--- src/hw/julia_macros.svh ---
`ifndef JULIA_MACROS_SVH
`define JULIA_MACROS_SVH

// Fixed-point format Q11.11
`define JULIA_WIDTH        22
`define JULIA_FRAC         11

// Iteration limit and count width
`define JULIA_MAX_ITER     255
`define JULIA_CNT_BITS     8

// Screen geometry
`define JULIA_COORD_BITS   10
`define JULIA_X_CENTER     320
`define JULIA_Y_CENTER     240
`define JULIA_SCREEN_W     640

// One pixel step is 1/256 on the complex plane
`define JULIA_SCALE_SHIFT  3

// Frame buffer base in SDRAM
`define JULIA_ADDR_OFFSET  32'h0800_0000

// Escape bound 4.0 on |z|^2, which carries twice the fraction bits
`define JULIA_ESCAPE       (4 << (2 * `JULIA_FRAC))

`endif

--- src/hw/julia_pkg.sv ---
`include "julia_macros.svh"

package julia_pkg;

   // Signed fixed-point word
   typedef logic signed [`JULIA_WIDTH-1:0] fix_t;

   // Screen column or row
   typedef logic [`JULIA_COORD_BITS-1:0] coord_t;

   // Escape iteration count
   typedef logic [`JULIA_CNT_BITS-1:0] iter_cnt_t;

   // Worker controller states
   typedef enum logic [1:0] {
      IDLE,
      MAP,
      ITER,
      WRITE
   } ctrl_state_e;

endpackage

--- src/hw/julia_if.sv ---
`timescale 1ns/1ps

interface julia_if import julia_pkg::*; ();

   // Mapper to iterator
   logic      map_valid;
   fix_t      z_re;
   fix_t      z_im;
   fix_t      c_re;
   fix_t      c_im;

   // Iterator results
   logic      iter_done;
   iter_cnt_t count;

   modport mapper (
      output map_valid,
      output z_re,
      output z_im,
      output c_re,
      output c_im
   );

   modport iterator (
      input  map_valid,
      input  z_re,
      input  z_im,
      input  c_re,
      input  c_im,
      output iter_done,
      output count
   );

   modport ctrl (
      input  iter_done
   );

endinterface

--- src/hw/color_mapper.sv ---
`timescale 1ns/1ps
`include "julia_macros.svh"

module color_mapper import julia_pkg::*; (
   input  logic        clk,
   input  logic        rst,
   input  logic        color_load,
   input  iter_cnt_t   count,
   output logic [31:0] color
);

   logic [31:0] palette;
   logic [7:0]  grad_mid;
   logic [7:0]  grad_low;

   always_comb begin
      // Doubling wraps at 256
      grad_mid = {count[6:0], 1'b0};
      grad_low = 8'hFF - count;
      if (count == iter_cnt_t'(`JULIA_MAX_ITER)) begin
         // Interior of the set
         palette = 32'h0000_0000;
      end else begin
         palette = {8'hFF, count, grad_mid, grad_low};
      end
   end

   always_ff @(posedge clk) begin
      if (rst) begin
         color <= '0;
      end else if (color_load) begin
         color <= palette;
      end
   end

endmodule

--- src/hw/escape_iterator.sv ---
`timescale 1ns/1ps
`include "julia_macros.svh"

module escape_iterator import julia_pkg::*; (
   input  logic    clk,
   input  logic    rst,
   julia_if.iterator bus
);

   localparam int W = `JULIA_WIDTH;

   // Working copy of z and c
   fix_t zr;
   fix_t zi;
   fix_t cr;
   fix_t ci;

   logic running;

   // Full-width products
   logic signed [2*W-1:0] rr;
   logic signed [2*W-1:0] ii;
   logic signed [2*W-1:0] ri;

   logic signed [2*W:0]   mag2;
   logic signed [2*W:0]   diff;
   logic signed [2*W:0]   twice;
   logic signed [2*W:0]   sh_re;
   logic signed [2*W:0]   sh_im;

   fix_t next_re;
   fix_t next_im;
   logic escaped;
   logic at_limit;

   always_comb begin
      rr = zr * zr;
      ii = zi * zi;
      ri = zr * zi;

      mag2  = rr + ii;
      diff  = rr - ii;
      twice = ri <<< 1;

      // Back to Q11.11 with wrap on overflow
      sh_re = diff >>> `JULIA_FRAC;
      sh_im = twice >>> `JULIA_FRAC;
      next_re = sh_re[W-1:0] + cr;
      next_im = sh_im[W-1:0] + ci;

      escaped  = mag2 > `JULIA_ESCAPE;
      at_limit = bus.count == iter_cnt_t'(`JULIA_MAX_ITER);
   end

   // Data path
   always_ff @(posedge clk) begin
      if (bus.map_valid) begin
         zr        <= bus.z_re;
         zi        <= bus.z_im;
         cr        <= bus.c_re;
         ci        <= bus.c_im;
         bus.count <= '0;
      end else if (running && !escaped && !at_limit) begin
         zr        <= next_re;
         zi        <= next_im;
         bus.count <= bus.count + 1'b1;
      end
   end

   // One escape test per cycle while running
   always_ff @(posedge clk) begin
      if (rst) begin
         running       <= 1'b0;
         bus.iter_done <= 1'b0;
      end else begin
         bus.iter_done <= 1'b0;
         if (bus.map_valid) begin
            running <= 1'b1;
         end else if (running && (escaped || at_limit)) begin
            running       <= 1'b0;
            bus.iter_done <= 1'b1;
         end
      end
   end

endmodule

--- src/hw/julia_worker.sv ---
`timescale 1ns/1ps

module julia_worker import julia_pkg::*; (
   input  logic        clk,
   input  logic        rst,
   input  coord_t      x,
   input  coord_t      y,
   input  logic        start,
   input  logic        mem_busy,
   input  fix_t        c_re,
   input  fix_t        c_im,
   output logic        ready,
   output logic        done,
   output logic [31:0] color,
   output logic [31:0] address
);

   logic map_en;
   logic color_load;

   julia_if jif ();

   worker_ctrl worker_ctrl_i (
      .clk        (clk),
      .rst        (rst),
      .start      (start),
      .mem_busy   (mem_busy),
      .bus        (jif.ctrl),
      .map_en     (map_en),
      .color_load (color_load),
      .ready      (ready),
      .done       (done)
   );

   pixel_mapper pixel_mapper_i (
      .clk     (clk),
      .rst     (rst),
      .map_en  (map_en),
      .x       (x),
      .y       (y),
      .c_re    (c_re),
      .c_im    (c_im),
      .bus     (jif.mapper),
      .address (address)
   );

   escape_iterator escape_iterator_i (
      .clk (clk),
      .rst (rst),
      .bus (jif.iterator)
   );

   // Count is stable from iter_done until the next map
   color_mapper color_mapper_i (
      .clk        (clk),
      .rst        (rst),
      .color_load (color_load),
      .count      (jif.count),
      .color      (color)
   );

endmodule

--- src/hw/pixel_mapper.sv ---
`timescale 1ns/1ps
`include "julia_macros.svh"

module pixel_mapper import julia_pkg::*; (
   input  logic        clk,
   input  logic        rst,
   input  logic        map_en,
   input  coord_t      x,
   input  coord_t      y,
   input  fix_t        c_re,
   input  fix_t        c_im,
   julia_if.mapper     bus,
   output logic [31:0] address
);

   fix_t        dx;
   fix_t        dy;
   logic [31:0] pix_index;

   // Offsets from screen centre with the imaginary axis pointing up
   always_comb begin
      dx = fix_t'(x) - fix_t'(`JULIA_X_CENTER);
      dy = fix_t'(`JULIA_Y_CENTER) - fix_t'(y);
      pix_index = 32'(y) * `JULIA_SCREEN_W + 32'(x);
   end

   // Start point and constant
   always_ff @(posedge clk) begin
      if (map_en) begin
         bus.z_re <= dx <<< `JULIA_SCALE_SHIFT;
         bus.z_im <= dy <<< `JULIA_SCALE_SHIFT;
         bus.c_re <= c_re;
         bus.c_im <= c_im;
      end
   end

   always_ff @(posedge clk) begin
      if (rst) begin
         bus.map_valid <= 1'b0;
         address       <= '0;
      end else begin
         bus.map_valid <= map_en;
         // Four bytes per pixel
         if (map_en) begin
            address <= `JULIA_ADDR_OFFSET + (pix_index << 2);
         end
      end
   end

endmodule

--- src/hw/worker_ctrl.sv ---
`timescale 1ns/1ps

module worker_ctrl import julia_pkg::*; (
   input  logic  clk,
   input  logic  rst,
   input  logic  start,
   input  logic  mem_busy,
   julia_if.ctrl bus,
   output logic  map_en,
   output logic  color_load,
   output logic  ready,
   output logic  done
);

   ctrl_state_e state;
   ctrl_state_e state_nxt;

   always_comb begin
      ready      = state == IDLE;
      map_en     = ready && start;
      color_load = (state == WRITE) && !mem_busy;
   end

   always_comb begin
      state_nxt = state;
      case (state)
         IDLE: begin
            if (start) begin
               state_nxt = MAP;
            end
         end
         // Mapper output is valid now
         MAP: state_nxt = ITER;
         ITER: begin
            if (bus.iter_done) begin
               state_nxt = WRITE;
            end
         end
         // Hold here while memory is busy
         WRITE: begin
            if (!mem_busy) begin
               state_nxt = IDLE;
            end
         end
         default: state_nxt = IDLE;
      endcase
   end

   always_ff @(posedge clk) begin
      if (rst) begin
         state <= IDLE;
         done  <= 1'b0;
      end else begin
         state <= state_nxt;
         // Lines up with the registered color
         done  <= color_load;
      end
   end

endmodule

--- config.mk ---
export PLATFORM = sky130hd
export DESIGN_NAME = julia_worker
export DESIGN_NICKNAME = d
export VERILOG_FILES = /design/src/hw/julia_pkg.sv /design/src/hw/julia_if.sv /design/src/hw/color_mapper.sv /design/src/hw/escape_iterator.sv /design/src/hw/julia_worker.sv /design/src/hw/pixel_mapper.sv /design/src/hw/worker_ctrl.sv
export VERILOG_INCLUDE_DIRS = /design/src /design/src/hw
export SDC_FILE = /design/constraint.sdc
export NUM_CORES = 2
export LEC_CHECK = 0
export BUFFER_PORTS_ARGS = -buffer_cell sky130_fd_sc_hd__buf_2
export CAP_MARGIN = 10
export CORE_MARGIN = 2
export CORE_UTILIZATION = 55
export DETAILED_ROUTE_END_ITERATION = 12
export PLACE_DENSITY_LB_ADDON = 0.12
export SYNTH_ARGS = -nofsm -noshare
export SYNTH_HDL_FRONTEND = slang
export SYNTH_SLANG_ARGS = --single-unit
export TNS_END_PERCENT = 30
--- constraint.sdc ---
create_clock -name clk -period 11.6 [get_ports clk]
set_input_delay 1.16 -clock clk [delete_from_list [all_inputs] [get_ports clk]]
set_output_delay 1.16 -clock clk [all_outputs]
set_load 0.05 [all_outputs]
Yosys cells after proc, flatten, opt, wreduce, memory -nomap -nowiden
Cells that the tools add are included.
- flip-flop bits (word level): 248
- output and inout bits: 66
- word-level logic and storage cells: 66
- add/sub/neg operators: 10
- multipliers: 4
- $lt $le $gt $ge: 1
- equal/unequal tests: 7
- mux-type cells: 12
- reductions and logical operators: 14
- operator list (operator ; count):
    $mul A22 B22 Y44 ; 2
    $mux W22 ; 4
    $add A44 B44 Y45 ; 1
    $gt A45 B26 Y1 const B ; 1
    $add A22 B22 Y22 ; 2
    $sub A33 B33 Y33 ; 1
    $add A28 B32 Y32 const A ; 1
    $mul A22 B22 Y32 ; 1
    $mux W32 ; 1
    $add A20 B10 Y21 ; 1
    $mul A10 B3 Y13 const B ; 1
    $sub A10 B9 Y11 const B ; 1
    $sub A8 B10 Y11 const A ; 1
    $add A8 B1 Y8 const B ; 1
    $eq A8 B8 Y1 const B ; 1
    $pmux W2 S4 ; 1
    $sub A8 B8 Y8 const A ; 1
    $mux W2 ; 3
    $logic_and A1 B1 Y1 ; 5
    $eq A2 B2 Y1 const B ; 2
    $ne A2 B2 Y1 const B ; 2
    $reduce_bool A2 Y1 ; 2
    $logic_not A1 Y1 ; 3
    $mux W1 ; 3
    6 further kinds ; 6

Depth between registers and ports, before layout
- word-level depth: 8
- mapped depth: 48
- gate-level depth less buffers: 46

Hierarchy
Synthesis repeated with hierarchy kept, for this count alone.
- cells, all modules: 6361
- area, all modules: 59215.5 um^2
- by module, submodules not included (module ; times used ; cells each ; area each (um^2) ; sequential area each (um^2)):
    escape_iterator ; 1 ; 5958 ; 54254.5 ; 2842.7
    pixel_mapper ; 1 ; 301 ; 4016.4 ; 2442.3
    color_mapper ; 1 ; 82 ; 750.7 ; 340.3
    worker_ctrl ; 1 ; 20 ; 193.9 ; 60.1

Worst setup path after synthesis
OpenSTA, ideal clock, no wires.
- path type: flip-flop to flip-flop
- start point: register escape_iterator_i.zi[10]
- end point: register escape_iterator_i.zi[0], enable pin
- library setup time: 0.382 ns
- arrival: 10.180 ns
- data required time: 11.218 ns
- slack: 1.037 ns
- cell stages (with the launch flop): 42
- path buffers: 3
- period minus slack after synthesis: 10.563 ns
- cells stage by stage: edfxtp_1 > clkbuf_1 > clkbuf_1 > nand2_1 > fa_1 > inv_1 > fa_1 > inv_1 > fa_1 > fa_1 > fa_1 > inv_1 > fa_1 > inv_1 > fa_1 > inv_1 > ha_1 > a21o_1 > [... 6 more ...] > a21oi_1 > a221oi_1 > o21bai_1 > a21o_1 > xor2_1 > ha_1 > clkbuf_1 > a21oi_1 > o22ai_1 > a211oi_1 > and4_1 > nand4_1 > a211oi_1 > nand4_1 > nor4_1 > nand4_2 > o32ai_4 > or2_2
- word-level cells in the longest chain between the ends: 7
- ends and longest elaborated chain (what ; line ; text):
    start, declared ; escape_iterator.sv:14 ; fix_t zi;
    start signal, assigned ; escape_iterator.sv:59 ; zi <= bus.z_im;
    start signal, assigned ; escape_iterator.sv:65 ; zi <= next_im;
    $mul A22 B22 Y44 ; escape_iterator.sv:38 ; ii = zi * zi;
    $add A44 B44 Y45 ; escape_iterator.sv:41 ; mag2 = rr + ii;
    $gt A45 B26 Y1 (no line) ; - ;
    $logic_not A1 Y1 ; escape_iterator.sv:63 ; end else if (running && !escaped && !at_limit) begin
    $logic_and A1 B1 Y1 (2 in series) ; escape_iterator.sv:63 ;
    $reduce_bool A2 Y1 (no line) ; - ;
Every way passes these cells.
A chain may end at the register's enable or synchronous reset.

Worst setup path in the final report
- start point: register escape_iterator_i.zi[3]
- end point: register escape_iterator_i.zi[19], enable pin
Same word-level chain as after synthesis.

==> results.sh <==
export IMPL_finalHoldViolCount=0
export IMPL_worst_hold_path_type="reg2reg"
export IMPL_core_area_um2=106000
export IMPL_final_period_utilization=0.957
export IMPL_cts_root_buf="sky130_fd_sc_hd__clkbuf_16"
export IMPL_finalClockSkew_ns=0.0222
export IMPL_cap_violations=0
export IMPL_post_synth_top_area_cell="sky130_fd_sc_hd__fa_1"
export IMPL_grt_remaining_overflow=0
export IMPL_via_per_inst=5.31
export IMPL_io_pins=134
export IMPL_synth_largest_type_area_fraction=0.438
export IMPL_antenna_found_initial=8
export IMPL_largest_net_degree_at_the_start_of_global_routing=65
export IMPL_multiInputGateArea_um2=46200
export IMPL_holdCritStartpoint="pixel_mapper_i.bus.c_im[16]"
export IMPL_wire_per_inst_um=19.0
export IMPL_crit_path_largest_cell_delay_ns=0.59
export IMPL_placed_area_um2=61100
export IMPL_finalCriticalPeriod_ns=11.11
export IMPL_drive_above_1_share=0.0598
export IMPL_fp_dieArea_um2=109000
export IMPL_yosys_warnings=0
export IMPL_critical_path_most_common_cell="sky130_fd_sc_hd__fa_1"
export IMPL_die_y_um=331
export IMPL_final_cell_area_um2=62300
export IMPL_hpwl_um=127000
export IMPL_syn_area_um2=58800
export IMPL_rr_worst_depth=33
export IMPL_ant_diodes=0
export IMPL_setup_viol=0
export IMPL_postSynth_topFlopCell="sky130_fd_sc_hd__edfxtp_1"
export IMPL_route_detailed_drc=0
export IMPL_layout_area_overhead_vs_synth_pct=6.00
export IMPL_routed_wl_um=147000
export IMPL_min_delay_path_depth=0
export IMPL_synthDistinctLibCells=90
export IMPL_start_kind="flip-flop"
export IMPL_clkSlewWorstSetupHoldPaths_ns=0.06
export IMPL_initial_core_util=0.557
export IMPL_crit_path_end_kind="flip-flop"
export IMPL_r2r_start="escape_iterator_i.zi[3]"
export IMPL_timing_final_max_slew_violations=0
export IMPL_tightest_slew_ns=0.899
export IMPL_tritoncts="done"
export IMPL_numClockSinks=207
export IMPL_required_ns=11.87
export IMPL_postSynth_asyncResetShare=0
export IMPL_grtUsageTotal=0.284
export IMPL_grt_setup_unrepaired="yes"
export IMPL_ant_nets=0
export IMPL_detailedRoute_firstPassIterationCount=8
export IMPL_worst_r2r_setup_slack_ns=0.49
export IMPL_avgSynthCellArea_um2=9.39
export IMPL_worstSetupPathType="reg2reg"
export IMPL_crit_path_top_delay_cell="sky130_fd_sc_hd__fa_1"
export IMPL_cts_htree_levels=1
export IMPL_num_rows=119
export IMPL_wire_length_of_the_first_global_routing_pass_um=242000
export IMPL_seqCellArea_um2=5690
export IMPL_netlist_instances=6260
export IMPL_first_global_vias=44559
export IMPL_synth_yosys_seq_area_share=0.0967
export IMPL_cp_max_fo=41
export IMPL_maxSlewHeadroom=0.385
export IMPL_clock_latency_ns=0.62
export IMPL_finalWeightedCongestion=0.916
export IMPL_layout_nets=8183
export IMPL_io_buffer_count=122
export IMPL_floorplan_die_width_um=331
export IMPL_run_status="complete, no violations"
export IMPL_yosys_register_bits=207
export IMPL_setup_worst_path_start="escape_iterator_i.zi[3]"
export IMPL_detail_route_iter0_violations=2272
export IMPL_cts_root_to_sink_buffers=3
export IMPL_vias=40966
export IMPL_fillers=9377
export IMPL_ys_top_cells_by_area="sky130_fd_sc_hd__fa_1 (44%), sky130_fd_sc_hd__ha_1 (11%), sky130_fd_sc_hd__inv_1 (10%)"
export IMPL_max_freq_mhz=90.0
export IMPL_synth_edff_count=154
export IMPL_critPathArrivalTime_ns=11.38
export IMPL_cts_inserted_buffers=28
through the flow:
stage	setup TNS (ns)	std cells	setup slack, ns	util	hold WS (ns)
after global placement	0	7647	0.281	0.578	0.402
after CTS	0	7698	0.0875	0.588	0.418
after global routing	-0.844	7713	-0.0463	0.590	0.423
final	0	7713	0.494	0.590	0.417
after detailed placement	0	7647	0.102	0.578	0.405
after floorplan	0	6272	1.04	-	0.400
what timing repair did:
action	4_1_cts	5_1_grt
setup buffers	0	15
endpoints found under the hold margin	0	0
setup endpoints to repair	0	58
hold buffers	0	0
gates resized for setup	0	19
flip-flops by register name, indices dropped and copies added, names as in the netlist:
| register | cells |
|---|---|
| color_mapper_i.color | 17 |
| escape_iterator_i.bus.count | 8 |
| escape_iterator_i.bus.iter_done | 1 |
| escape_iterator_i.ci | 22 |
| escape_iterator_i.cr | 22 |
| escape_iterator_i.running | 1 |
| escape_iterator_i.zi | 22 |
| escape_iterator_i.zr | 22 |
| pixel_mapper_i.address | 22 |
| pixel_mapper_i.bus.c_im | 22 |
| pixel_mapper_i.bus.c_re | 22 |
| pixel_mapper_i.bus.map_valid | 1 |
| pixel_mapper_i.bus.z_im | 11 |
| pixel_mapper_i.bus.z_re | 11 |
| worker_ctrl_i.done | 1 |
| worker_ctrl_i.state | 2 |
cell type report:
type                            instances  area share
Multi-Input combinational cell       4234       0.742
Inverter                             1561      0.0941
Sequential cell                       207      0.0913
Timing Repair Buffer                  269      0.0280
Tap cell                             1391      0.0279
Clock buffer                           32      0.0122
Clock inverter                         19     0.00410
cell usage in the layout (no fill, tap or decap), types with 6 or more instances in the layout:
cell type / instances
sky130_fd_sc_hd__conb_1: 13
sky130_fd_sc_hd__dfxtp_1: 52
sky130_fd_sc_hd__inv_1: 1559
sky130_fd_sc_hd__o21a_1: 24
sky130_fd_sc_hd__nand3_1: 63
sky130_fd_sc_hd__or3_1: 13
sky130_fd_sc_hd__buf_2: 122
sky130_fd_sc_hd__nor3_1: 45
sky130_fd_sc_hd__o31ai_1: 19
sky130_fd_sc_hd__a31oi_1: 18
sky130_fd_sc_hd__o211ai_1: 16
sky130_fd_sc_hd__buf_4: 143
sky130_fd_sc_hd__a211oi_1: 38
sky130_fd_sc_hd__xor2_1: 70
sky130_fd_sc_hd__and2_1: 286
sky130_fd_sc_hd__a311oi_1: 8
sky130_fd_sc_hd__clkbuf_16: 30
sky130_fd_sc_hd__nand2_1: 704
sky130_fd_sc_hd__inv_6: 6
sky130_fd_sc_hd__xnor2_1: 181
sky130_fd_sc_hd__a21oi_1: 171
sky130_fd_sc_hd__mux2i_1: 8
sky130_fd_sc_hd__o21ai_0: 93
sky130_fd_sc_hd__edfxtp_1: 154
sky130_fd_sc_hd__ha_1: 529
sky130_fd_sc_hd__nor3b_1: 8
sky130_fd_sc_hd__nor2_1: 214
sky130_fd_sc_hd__nand2b_1: 52
sky130_fd_sc_hd__nand4_1: 21
sky130_fd_sc_hd__a21o_1: 85
sky130_fd_sc_hd__and3_1: 27
sky130_fd_sc_hd__and4_1: 6
sky130_fd_sc_hd__o21bai_1: 37
sky130_fd_sc_hd__fa_1: 1285
sky130_fd_sc_hd__or2_2: 12
sky130_fd_sc_hd__nor4_1: 6
sky130_fd_sc_hd__nor2b_1: 53
Yosys cell counts, types with 53 or more instances:
master and n:
sky130_fd_sc_hd__edfxtp_1 154, sky130_fd_sc_hd__inv_1 1560, sky130_fd_sc_hd__xnor2_1 183, sky130_fd_sc_hd__a21o_1 85
sky130_fd_sc_hd__nor2b_1 53, sky130_fd_sc_hd__nor2_1 214, sky130_fd_sc_hd__nand3_1 63, sky130_fd_sc_hd__clkbuf_1 230
sky130_fd_sc_hd__dfxtp_1 53, sky130_fd_sc_hd__nand2_1 704, sky130_fd_sc_hd__o21ai_0 94, sky130_fd_sc_hd__ha_1 529
sky130_fd_sc_hd__a21oi_1 172, sky130_fd_sc_hd__and2_1 286, sky130_fd_sc_hd__xor2_1 73, sky130_fd_sc_hd__fa_1 1285
cells by family after synthesis:
group                    count (synthesis)  synth area share
XOR/XNOR                               257            0.0385
AND/OR/NAND/NOR                       1527             0.122
buffers and inverters                 1831             0.119
adder cells (fa/ha/maj)               1814             0.550
multiplexers                            10           0.00175
other                                    1         0.0000638
AO/OA/AOI/OAI                          613            0.0712
flip-flops                             207            0.0967
worst max-delay path: cells and delay by family, from the launching register on:
family | cells | cell delay (ns)
xor gates and xnor gates | 1 | 0.42
and+or+nand+nor | 7 | 1.45
DFF | 1 | 0.49
AOI/OAI and AO/OA | 10 | 3.15
adders and majority gates | 9 | 4.34
buffers and inverters | 6 | 0.79
worst paths after layout:
kind | to
hold reg to reg | escape_iterator_i.ci[16]
hold / removal | escape_iterator_i.ci[16]
setup reg to reg | escape_iterator_i.zi[19]
setup / recovery | escape_iterator_i.zi[19]
routing by layer:
metal | vias to the layer above | share of wire | wire length [µm] | track usage
li1 | 18923 | - | - | -
met1 | 20815 | 0.44 | 64800 | 0.400
met2 | 1021 | 0.47 | 69500 | 0.467
met3 | 203 | 0.057 | 8380 | 0.0405
met4 | 4 | 0.028 | 4040 | 0.0680
met5 | - | 0.00014 | 20 | 0
Power is not shown: default switching activity piles up to over one toggle a cycle in this logic, so the estimate is an artifact.
